<file path="src/verilog/slave_agent_pkg.sv">
// ----------------------------------------
// slave agent shared types
// ----------------------------------------
`default_nettype none

package slave_agent_pkg;

   // widths that travel on the fabric and on the slave bus
   typedef logic [31:0] addr_t;
   typedef logic [31:0] data_t;
   typedef logic [3:0]  byteen_t;
   typedef logic [2:0]  node_id_t;
   typedef logic [1:0]  resp_status_t;

   // response status codes as carried in the response packet
   localparam resp_status_t RESP_OKAY   = 2'b00;
   localparam resp_status_t RESP_SLVERR = 2'b10;

   // low address bits that select a byte lane inside one data word
   localparam int ADDR_LSB = $clog2($bits(byteen_t));

   // the pending record keeps dest id at the bottom, then src id,
   // then the write flag and the synthesize flag on top
   localparam int PEND_DEST_LSB  = 0;
   localparam int PEND_SRC_LSB   = PEND_DEST_LSB + $bits(node_id_t);
   localparam int PEND_WRITE_BIT = PEND_SRC_LSB + $bits(node_id_t);
   localparam int PEND_SYNTH_BIT = PEND_WRITE_BIT + 1;
   localparam int PENDING_W      = PEND_SYNTH_BIT + 1;
   typedef logic [PENDING_W-1:0] pending_entry_t;

   // a read data record holds the slave status above the data word
   localparam int RDATA_W = $bits(resp_status_t) + $bits(data_t);
   typedef logic [RDATA_W-1:0] rdata_entry_t;

endpackage

`default_nettype wire

</file>
<file path="src/verilog/sync_fifo.sv">
// ----------------------------------------
// show-ahead synchronous FIFO
// ----------------------------------------
`default_nettype none

module sync_fifo #(
   parameter int WIDTH = 8,
   parameter int DEPTH = 4
) (
   input  wire logic             clk,
   input  wire logic             reset,
   input  wire logic             push,
   input  wire logic [WIDTH-1:0] push_data,
   input  wire logic             pop,
   output logic                  full,
   output logic                  empty,
   output logic [WIDTH-1:0]      head_data
);

   // pointer index width, the extra top bit marks the wrap
   localparam int AW = $clog2(DEPTH);

   logic [WIDTH-1:0] mem [DEPTH];
   logic [AW:0]      wr_ptr;
   logic [AW:0]      rd_ptr;
   logic             do_push;
   logic             do_pop;

   // same index with different wrap bits means every slot is in use
   assign empty = (wr_ptr == rd_ptr);
   assign full  = (wr_ptr[AW] != rd_ptr[AW]) && (wr_ptr[AW-1:0] == rd_ptr[AW-1:0]);

   // requests that would overflow or underflow are dropped here
   assign do_push = push & ~full;
   assign do_pop  = pop & ~empty;

   always_ff @(posedge clk or posedge reset) begin
      if (reset) begin
         wr_ptr <= '0;
         rd_ptr <= '0;
      end else begin
         if (do_push) begin
            wr_ptr <= wr_ptr + 1'b1;
         end
         if (do_pop) begin
            rd_ptr <= rd_ptr + 1'b1;
         end
      end
   end

   // storage array, written at the push edge
   always_ff @(posedge clk) begin
      if (do_push) begin
         mem[wr_ptr[AW-1:0]] <= push_data;
      end
   end

   // the oldest entry is always presented, so the reader sees it
   // one cycle after it was written
   assign head_data = mem[rd_ptr[AW-1:0]];

endmodule

`default_nettype wire

</file>
<file path="src/verilog/command_issuer.sv">
// ----------------------------------------
// command decode and slave issue
// ----------------------------------------
`default_nettype none

module command_issuer (
   input  wire logic                            cmd_valid,
   input  wire logic                            cmd_write,
   input  wire logic                            cmd_read,
   input  wire logic                            cmd_posted,
   input  wire slave_agent_pkg::addr_t          cmd_addr,
   input  wire slave_agent_pkg::data_t          cmd_data,
   input  wire slave_agent_pkg::byteen_t        cmd_byteen,
   input  wire slave_agent_pkg::node_id_t       cmd_src_id,
   input  wire slave_agent_pkg::node_id_t       cmd_dest_id,
   output logic                                 cmd_ready,
   output slave_agent_pkg::addr_t               avm_address,
   output slave_agent_pkg::byteen_t             avm_byteenable,
   output logic                                 avm_read,
   output logic                                 avm_write,
   output slave_agent_pkg::data_t               avm_writedata,
   input  wire logic                            avm_waitrequest,
   output logic                                 pend_push,
   output slave_agent_pkg::pending_entry_t      pend_data,
   input  wire logic                            pend_full
);

   import slave_agent_pkg::*;

   logic suppress;
   logic is_read;
   logic is_write;
   logic needs_resp;
   logic slave_ready;

   // --------------------------------------
   // command decode
   // --------------------------------------
   // a command with no byte lane enabled never goes to the slave
   assign suppress = ~|cmd_byteen;

   // a read takes precedence if a packet carries both kinds, so the
   // slave never sees read and write in the same cycle
   assign is_read  = cmd_valid & cmd_read;
   assign is_write = cmd_valid & cmd_write & ~cmd_read;

   // reads and non-posted writes owe an answer to the fabric
   assign needs_resp = is_read | (is_write & ~cmd_posted);

   // suppressed commands ignore the slave, others wait for it
   assign slave_ready = suppress | ~avm_waitrequest;

   // every command stalls while the pending storage is full
   assign cmd_ready = cmd_valid & ~pend_full & slave_ready;

   // --------------------------------------
   // slave side
   // --------------------------------------
   // the full check keeps the slave from taking a command the fabric
   // still holds, which would issue it twice
   assign avm_read  = is_read & ~suppress & ~pend_full;
   assign avm_write = is_write & ~suppress & ~pend_full;

   // the slave only sees word addresses
   assign avm_address    = {cmd_addr[$bits(addr_t)-1:ADDR_LSB], {ADDR_LSB{1'b0}}};
   assign avm_byteenable = cmd_byteen;
   assign avm_writedata  = cmd_data;

   // --------------------------------------
   // pending record
   // --------------------------------------
   assign pend_push = cmd_ready & needs_resp;

   // the agent answers non-posted writes itself, and suppressed reads
   // never produce slave data, so both get the synthesize flag
   always_comb begin
      pend_data = '0;
      pend_data[PEND_SYNTH_BIT] = (is_write & ~cmd_posted) | (is_read & suppress);
      pend_data[PEND_WRITE_BIT] = is_write;
      pend_data[PEND_SRC_LSB +: $bits(node_id_t)]  = cmd_src_id;
      pend_data[PEND_DEST_LSB +: $bits(node_id_t)] = cmd_dest_id;
   end

endmodule

`default_nettype wire

</file>
<file path="src/verilog/response_builder.sv">
// ----------------------------------------
// response packet builder
// ----------------------------------------
`default_nettype none

module response_builder (
   input  wire logic                            pend_empty,
   input  wire slave_agent_pkg::pending_entry_t pend_head,
   output logic                                 pend_pop,
   input  wire logic                            rdata_empty,
   input  wire slave_agent_pkg::rdata_entry_t   rdata_head,
   output logic                                 rdata_pop,
   output logic                                 rsp_valid,
   input  wire logic                            rsp_ready,
   output logic                                 rsp_write,
   output slave_agent_pkg::resp_status_t        rsp_status,
   output slave_agent_pkg::data_t               rsp_data,
   output slave_agent_pkg::node_id_t            rsp_src_id,
   output slave_agent_pkg::node_id_t            rsp_dest_id
);

   import slave_agent_pkg::*;

   logic         synth;
   logic         rsp_xfer;
   resp_status_t slave_status;
   data_t        slave_data;

   // --------------------------------------
   // head record decode
   // --------------------------------------
   // the record at the head is the oldest command still owed an answer
   assign synth = pend_head[PEND_SYNTH_BIT];

   // split the read data record into status and data
   assign slave_status = rdata_head[RDATA_W-1 -: $bits(resp_status_t)];
   assign slave_data   = rdata_head[$bits(data_t)-1:0];

   // a synthesized answer is ready as soon as its record shows up,
   // a slave read also needs its data entry at the read data head
   assign rsp_valid = ~pend_empty & (synth | ~rdata_empty);

   // --------------------------------------
   // response fields
   // --------------------------------------
   // all fields come from FIFO heads, which only move on a pop, so a
   // stalled response holds steady until rsp_ready returns
   assign rsp_write = pend_head[PEND_WRITE_BIT];

   // synthesized answers are always OKAY with zero data
   assign rsp_status = synth ? RESP_OKAY : slave_status;
   assign rsp_data   = synth ? '0 : slave_data;

   // the answer travels back to the node that sent the command
   assign rsp_src_id  = pend_head[PEND_DEST_LSB +: $bits(node_id_t)];
   assign rsp_dest_id = pend_head[PEND_SRC_LSB +: $bits(node_id_t)];

   // --------------------------------------
   // pops
   // --------------------------------------
   assign rsp_xfer = rsp_valid & rsp_ready;

   // the record leaves on every transfer
   assign pend_pop = rsp_xfer;

   // read data is consumed only by answers that came from the slave
   assign rdata_pop = rsp_xfer & ~synth;

endmodule

`default_nettype wire

</file>
<file path="src/verilog/slave_agent_top.sv">
// ----------------------------------------
// packet interconnect slave agent
// ----------------------------------------
`default_nettype none

module slave_agent_top #(
   parameter int PENDING_DEPTH = 4
) (
   input  wire logic                         clk,
   input  wire logic                         reset,

   // fabric command channel
   input  wire logic                         cmd_valid,
   output logic                              cmd_ready,
   input  wire logic                         cmd_write,
   input  wire logic                         cmd_read,
   input  wire logic                         cmd_posted,
   input  wire slave_agent_pkg::addr_t       cmd_addr,
   input  wire slave_agent_pkg::data_t       cmd_data,
   input  wire slave_agent_pkg::byteen_t     cmd_byteen,
   input  wire slave_agent_pkg::node_id_t    cmd_src_id,
   input  wire slave_agent_pkg::node_id_t    cmd_dest_id,

   // memory-mapped slave
   output slave_agent_pkg::addr_t            avm_address,
   output slave_agent_pkg::byteen_t          avm_byteenable,
   output logic                              avm_read,
   output logic                              avm_write,
   output slave_agent_pkg::data_t            avm_writedata,
   input  wire logic                         avm_waitrequest,
   input  wire slave_agent_pkg::data_t       avm_readdata,
   input  wire logic                         avm_readdatavalid,
   input  wire slave_agent_pkg::resp_status_t avm_response,

   // fabric response channel
   output logic                              rsp_valid,
   input  wire logic                         rsp_ready,
   output logic                              rsp_write,
   output slave_agent_pkg::resp_status_t     rsp_status,
   output slave_agent_pkg::data_t            rsp_data,
   output slave_agent_pkg::node_id_t         rsp_src_id,
   output slave_agent_pkg::node_id_t         rsp_dest_id
);

   import slave_agent_pkg::*;

   logic           pend_push;
   pending_entry_t pend_push_data;
   logic           pend_full;
   logic           pend_empty;
   pending_entry_t pend_head;
   logic           pend_pop;
   rdata_entry_t   rdata_push_data;
   logic           rdata_empty;
   rdata_entry_t   rdata_head;
   logic           rdata_pop;

   // status sits above the data word in the stored record
   assign rdata_push_data = {avm_response, avm_readdata};

   command_issuer issuer (
      .cmd_valid       (cmd_valid),
      .cmd_write       (cmd_write),
      .cmd_read        (cmd_read),
      .cmd_posted      (cmd_posted),
      .cmd_addr        (cmd_addr),
      .cmd_data        (cmd_data),
      .cmd_byteen      (cmd_byteen),
      .cmd_src_id      (cmd_src_id),
      .cmd_dest_id     (cmd_dest_id),
      .cmd_ready       (cmd_ready),
      .avm_address     (avm_address),
      .avm_byteenable  (avm_byteenable),
      .avm_read        (avm_read),
      .avm_write       (avm_write),
      .avm_writedata   (avm_writedata),
      .avm_waitrequest (avm_waitrequest),
      .pend_push       (pend_push),
      .pend_data       (pend_push_data),
      .pend_full       (pend_full)
   );

   // one record per command that owes an answer, in command order
   sync_fifo #(
      .WIDTH (PENDING_W),
      .DEPTH (PENDING_DEPTH)
   ) pending_fifo (
      .clk       (clk),
      .reset     (reset),
      .push      (pend_push),
      .push_data (pend_push_data),
      .pop       (pend_pop),
      .full      (pend_full),
      .empty     (pend_empty),
      .head_data (pend_head)
   );

   // each slave read also holds a pending record, so this FIFO never
   // holds more entries than the pending FIFO and cannot overflow
   sync_fifo #(
      .WIDTH (RDATA_W),
      .DEPTH (PENDING_DEPTH)
   ) rdata_fifo (
      .clk       (clk),
      .reset     (reset),
      .push      (avm_readdatavalid),
      .push_data (rdata_push_data),
      .pop       (rdata_pop),
      .full      (),
      .empty     (rdata_empty),
      .head_data (rdata_head)
   );

   response_builder builder (
      .pend_empty  (pend_empty),
      .pend_head   (pend_head),
      .pend_pop    (pend_pop),
      .rdata_empty (rdata_empty),
      .rdata_head  (rdata_head),
      .rdata_pop   (rdata_pop),
      .rsp_valid   (rsp_valid),
      .rsp_ready   (rsp_ready),
      .rsp_write   (rsp_write),
      .rsp_status  (rsp_status),
      .rsp_data    (rsp_data),
      .rsp_src_id  (rsp_src_id),
      .rsp_dest_id (rsp_dest_id)
   );

endmodule

`default_nettype wire

</file>
<file path="config.mk">
export PLATFORM = sky130hd
export DESIGN_NAME = slave_agent_top
export DESIGN_NICKNAME = d
export VERILOG_FILES = /design/src/verilog/slave_agent_pkg.sv /design/src/verilog/sync_fifo.sv /design/src/verilog/command_issuer.sv /design/src/verilog/response_builder.sv /design/src/verilog/slave_agent_top.sv
export SDC_FILE = /design/constraint.sdc
export NUM_CORES = 1
export LEC_CHECK = 0
export BUFFER_PORTS_ARGS = -buffer_cell sky130_fd_sc_hd__buf_4
export CAP_MARGIN = 20
export CORE_MARGIN = 3
export CORE_UTILIZATION = 47
export DETAILED_ROUTE_END_ITERATION = 10
export MAX_ROUTING_LAYER = met4
export PLACE_DENSITY = 0.79
export SLEW_MARGIN = 40
export SYNTH_ARGS = -nofsm -noshare
export SYNTH_HDL_FRONTEND = slang
export SYNTH_HIERARCHICAL = 1
export SYNTH_SLANG_ARGS = --single-unit
</file>
<file path="constraint.sdc">
create_clock -name clk -period 2.07 [get_ports clk]
set_input_delay 0.1035 -clock clk [delete_from_list [all_inputs] [get_ports clk]]
set_output_delay 0.1035 -clock clk [all_outputs]
set_load 0.02 [all_outputs]
</file>
==> results.md <==
- Outcome: complete, but fails checks
- Failing checks: setup timing
- Final wirelength: 17,600 um
- Grt ovf: 0
- Crit path max fanout: 8
- Ratio of cells with drive above 1 in the final layout: 47.6%
- Port bufs: 101
- CP Launch Type: register
- Total power: 14.9 mW
- Cts bufs inserted: 17
- Max Fclk: 471 MHz
- Core area: 16,700 sq um
- Cell internal pwr: 9.79 mW
- DP Worst Slack: 0.0582 ns
- DR iter-0 viols: 223
- Largest net degree at the start of global routing: 23
- First-pass GRT wire length: 24,800 um
- Slack of the critical path: -0.0519 ns
- Max Cap Viol: 0
- Worst reg2reg setup slack: 0.05 ns
- RSZ-0062 raised after global routing: true
- I/O pins: 230
- Switch Pwr: 5.14 mW
- Clk pwr share: 21.2%
- Fin crit share: 103%
- Fin area: 10,200 sq um
- Fin Clk Skew: 0.0244 ns
- Die X-Extent: 137 um
- GPL Wtd Cong: 0.809
- Pleak: 3.76 nW
- Worst Hold Launch: cmd_write
- Antenna violations before repair: 0
- Filler Cell Count: 1,157
- Full die area: 18,800 sq um
- Combinational cell fraction of total power: 44.8%
- FF-to-FF path depth: 9
- Critical Path RT: 1.97 ns
- GR Util All Layers: 18.3%
- Hpwl dp: 10,700 um
- Vias: 4,282
- Max Slew Vio Count: 0
- Routed Antenna Nets: 0
- Fin. Hold Viols: 0
- Synthesized instance count: 454
- Dpl cell area: 8680 sq um
- Clk pin slew, worst setup/hold paths: 0.07 ns
- Worst Setup End Kind: primary output
- Die H: 137 um
- Crit path arrival time: 2.02 ns
- Residual DRC count: 0
- Vias/cell: 5.35
- R2R Path End: rdata_fifo/rd_ptr[1]$_DFFE_PP0P_
- Worst Hold Path EP: pending_fifo/mem[3][6]$_DFFE_PP_
- Row count: 47
- Synth warnings: 6
- RR Startpoint: pending_fifo/rd_ptr[0]$_DFFE_PP0P_
- Final nets: 694
- Syn avg cell area: 17.8 sq um
- CTS tree: built
- Antenna Diode Count: 0
- Clock Path Buffers: 2
- Area delta synth->final: 26.7%
- Wirelength per Cell: 22.0 um
- Min Hold Slack: 0.143 ns
- HP Class: in2reg
- Sequential power share: 34.0%
- Clk sinks: 180
- Power Density: 1460 nW/um^2
- Drt pass-1 iters: 6
- Clk_lat worst skew: 0.44 ns
- CTS root buf: clkbuf_16
- Worst hold stages: 2
- Final setup vio count: 23
- Initial Util: 48.3%
- Vias in the first global route: 4,507
- Final setup TNS: -0.407 ns
- CP Class: reg2out
- Worst IR drop on VDD: 0.825 mV
- Cell Area, Synth: 8070 sq um
- Tmin final: 2.12 ns
- Sw Share: 34.4%
- H-tree Lvls: 4
## through the flow
step                      std cells  utilization (%)
after floorplan                 455                -
after global placement          712             52.0
after detailed placement        712             52.0
after CTS                       790             58.6
after global routing            800             61.2
final                           800             61.2
## critical path, cell delays in order (launching register included)
cell	delay, ns
dfrtp_2	0.41
mux4_2	0.54
buf_12	0.18
clkbuf_16	0.18
nor2b_2	0.14
buf_6	0.13
## flip-flops by register name, indices dropped and copies added, names as in the netlist
signal               count
rdata_fifo/wr_ptr        3
pending_fifo/mem        32
rdata_fifo/rd_ptr        3
pending_fifo/wr_ptr      3
pending_fifo/rd_ptr      3
rdata_fifo/mem         136
## worst max-delay path by stage
stage | endpoint | startpoint | slack, ns
finish | rsp_data[15] | pending_fifo/rd_ptr[0]$_DFFE_PP0P_ | -0.05
global route | rsp_valid | rdata_fifo/rd_ptr[0]$_DFFE_PP0P_ | -0.10
CTS | rsp_data[22] | pending_fifo/rd_ptr[0]$_DFFE_PP0P_ | -0.02
detailed placement | pending_fifo/mem[3][1]$_DFFE_PP_ | pending_fifo/wr_ptr[2]$_DFFE_PP0P_ | 0.06
global placement | pending_fifo/mem[3][7]$_DFFE_PP_ | pending_fifo/rd_ptr[0]$_DFFE_PP0P_ | 0.12
floorplan | pending_fifo/mem[3][0]$_DFFE_PP_ | pending_fifo/rd_ptr[0]$_DFFE_PP0P_ | -0.05
## power groups by stage
| stage | Sequential, mW | Combinational (mW) | Clock [mW] |
|---|---|---|---|
| final | 5.08 | 6.68 | 3.17 |
| after global routing | 5.14 | 7.09 | 3.36 |
| after CTS | 5.07 | 5.65 | 3.22 |
| after detailed placement | 5.13 | 5.36 | 0 |
| after global placement | 5.08 | 5.26 | 0 |
| after floorplan | 5.06 | 3.82 | 0 |
## what timing repair did
item	in CTS	in global routing
hold endpoints to repair	173	0
endpoints found under the setup margin	35	75
pin swaps	0	1
hold buffers	42	0
buffers inserted	4	9
gates cloned	0	4
gates resized for setup	17	79
## layout make-up
| cell class | instances | area [sq um] | share of cell area (%) |
|---|---|---|---|
| clock inverters | 15 | 164 | 1.60 |
| clock buffers | 17 | 425 | 4.16 |
| repair buffers | 188 | 1740 | 17.0 |
| well taps | 220 | 275 | 2.69 |
| flip-flops and latches | 180 | 5350 | 52.4 |
| multi-input cells | 170 | 2230 | 21.8 |
| inverters | 10 | 37.5 | 0.367 |
## routing by layer
metal | vias up | global-route usage (%) | wire [um]
met1 | 2185 | 20.8 | 6450
met5 | - | - | 0
li1 | 1867 | - | -
met4 | 0 | 8.81 | 584
met3 | 66 | 6.29 | 1360
met2 | 164 | 29.1 | 9190
## placed cells by master (no fill, tap or decap), drive strengths merged, types with 8 or more instances in the layout
master	count
o31ai	10
dlygate4sd3	42
inv	18
nand2b	8
clkbuf	20
xor2	8
a21oi	9
nor2b	35
ha	10
xnor2	10
edfxtp	168
mux4	42
buf	143
dfrtp	12
Power figures use the tool's default switching activity.
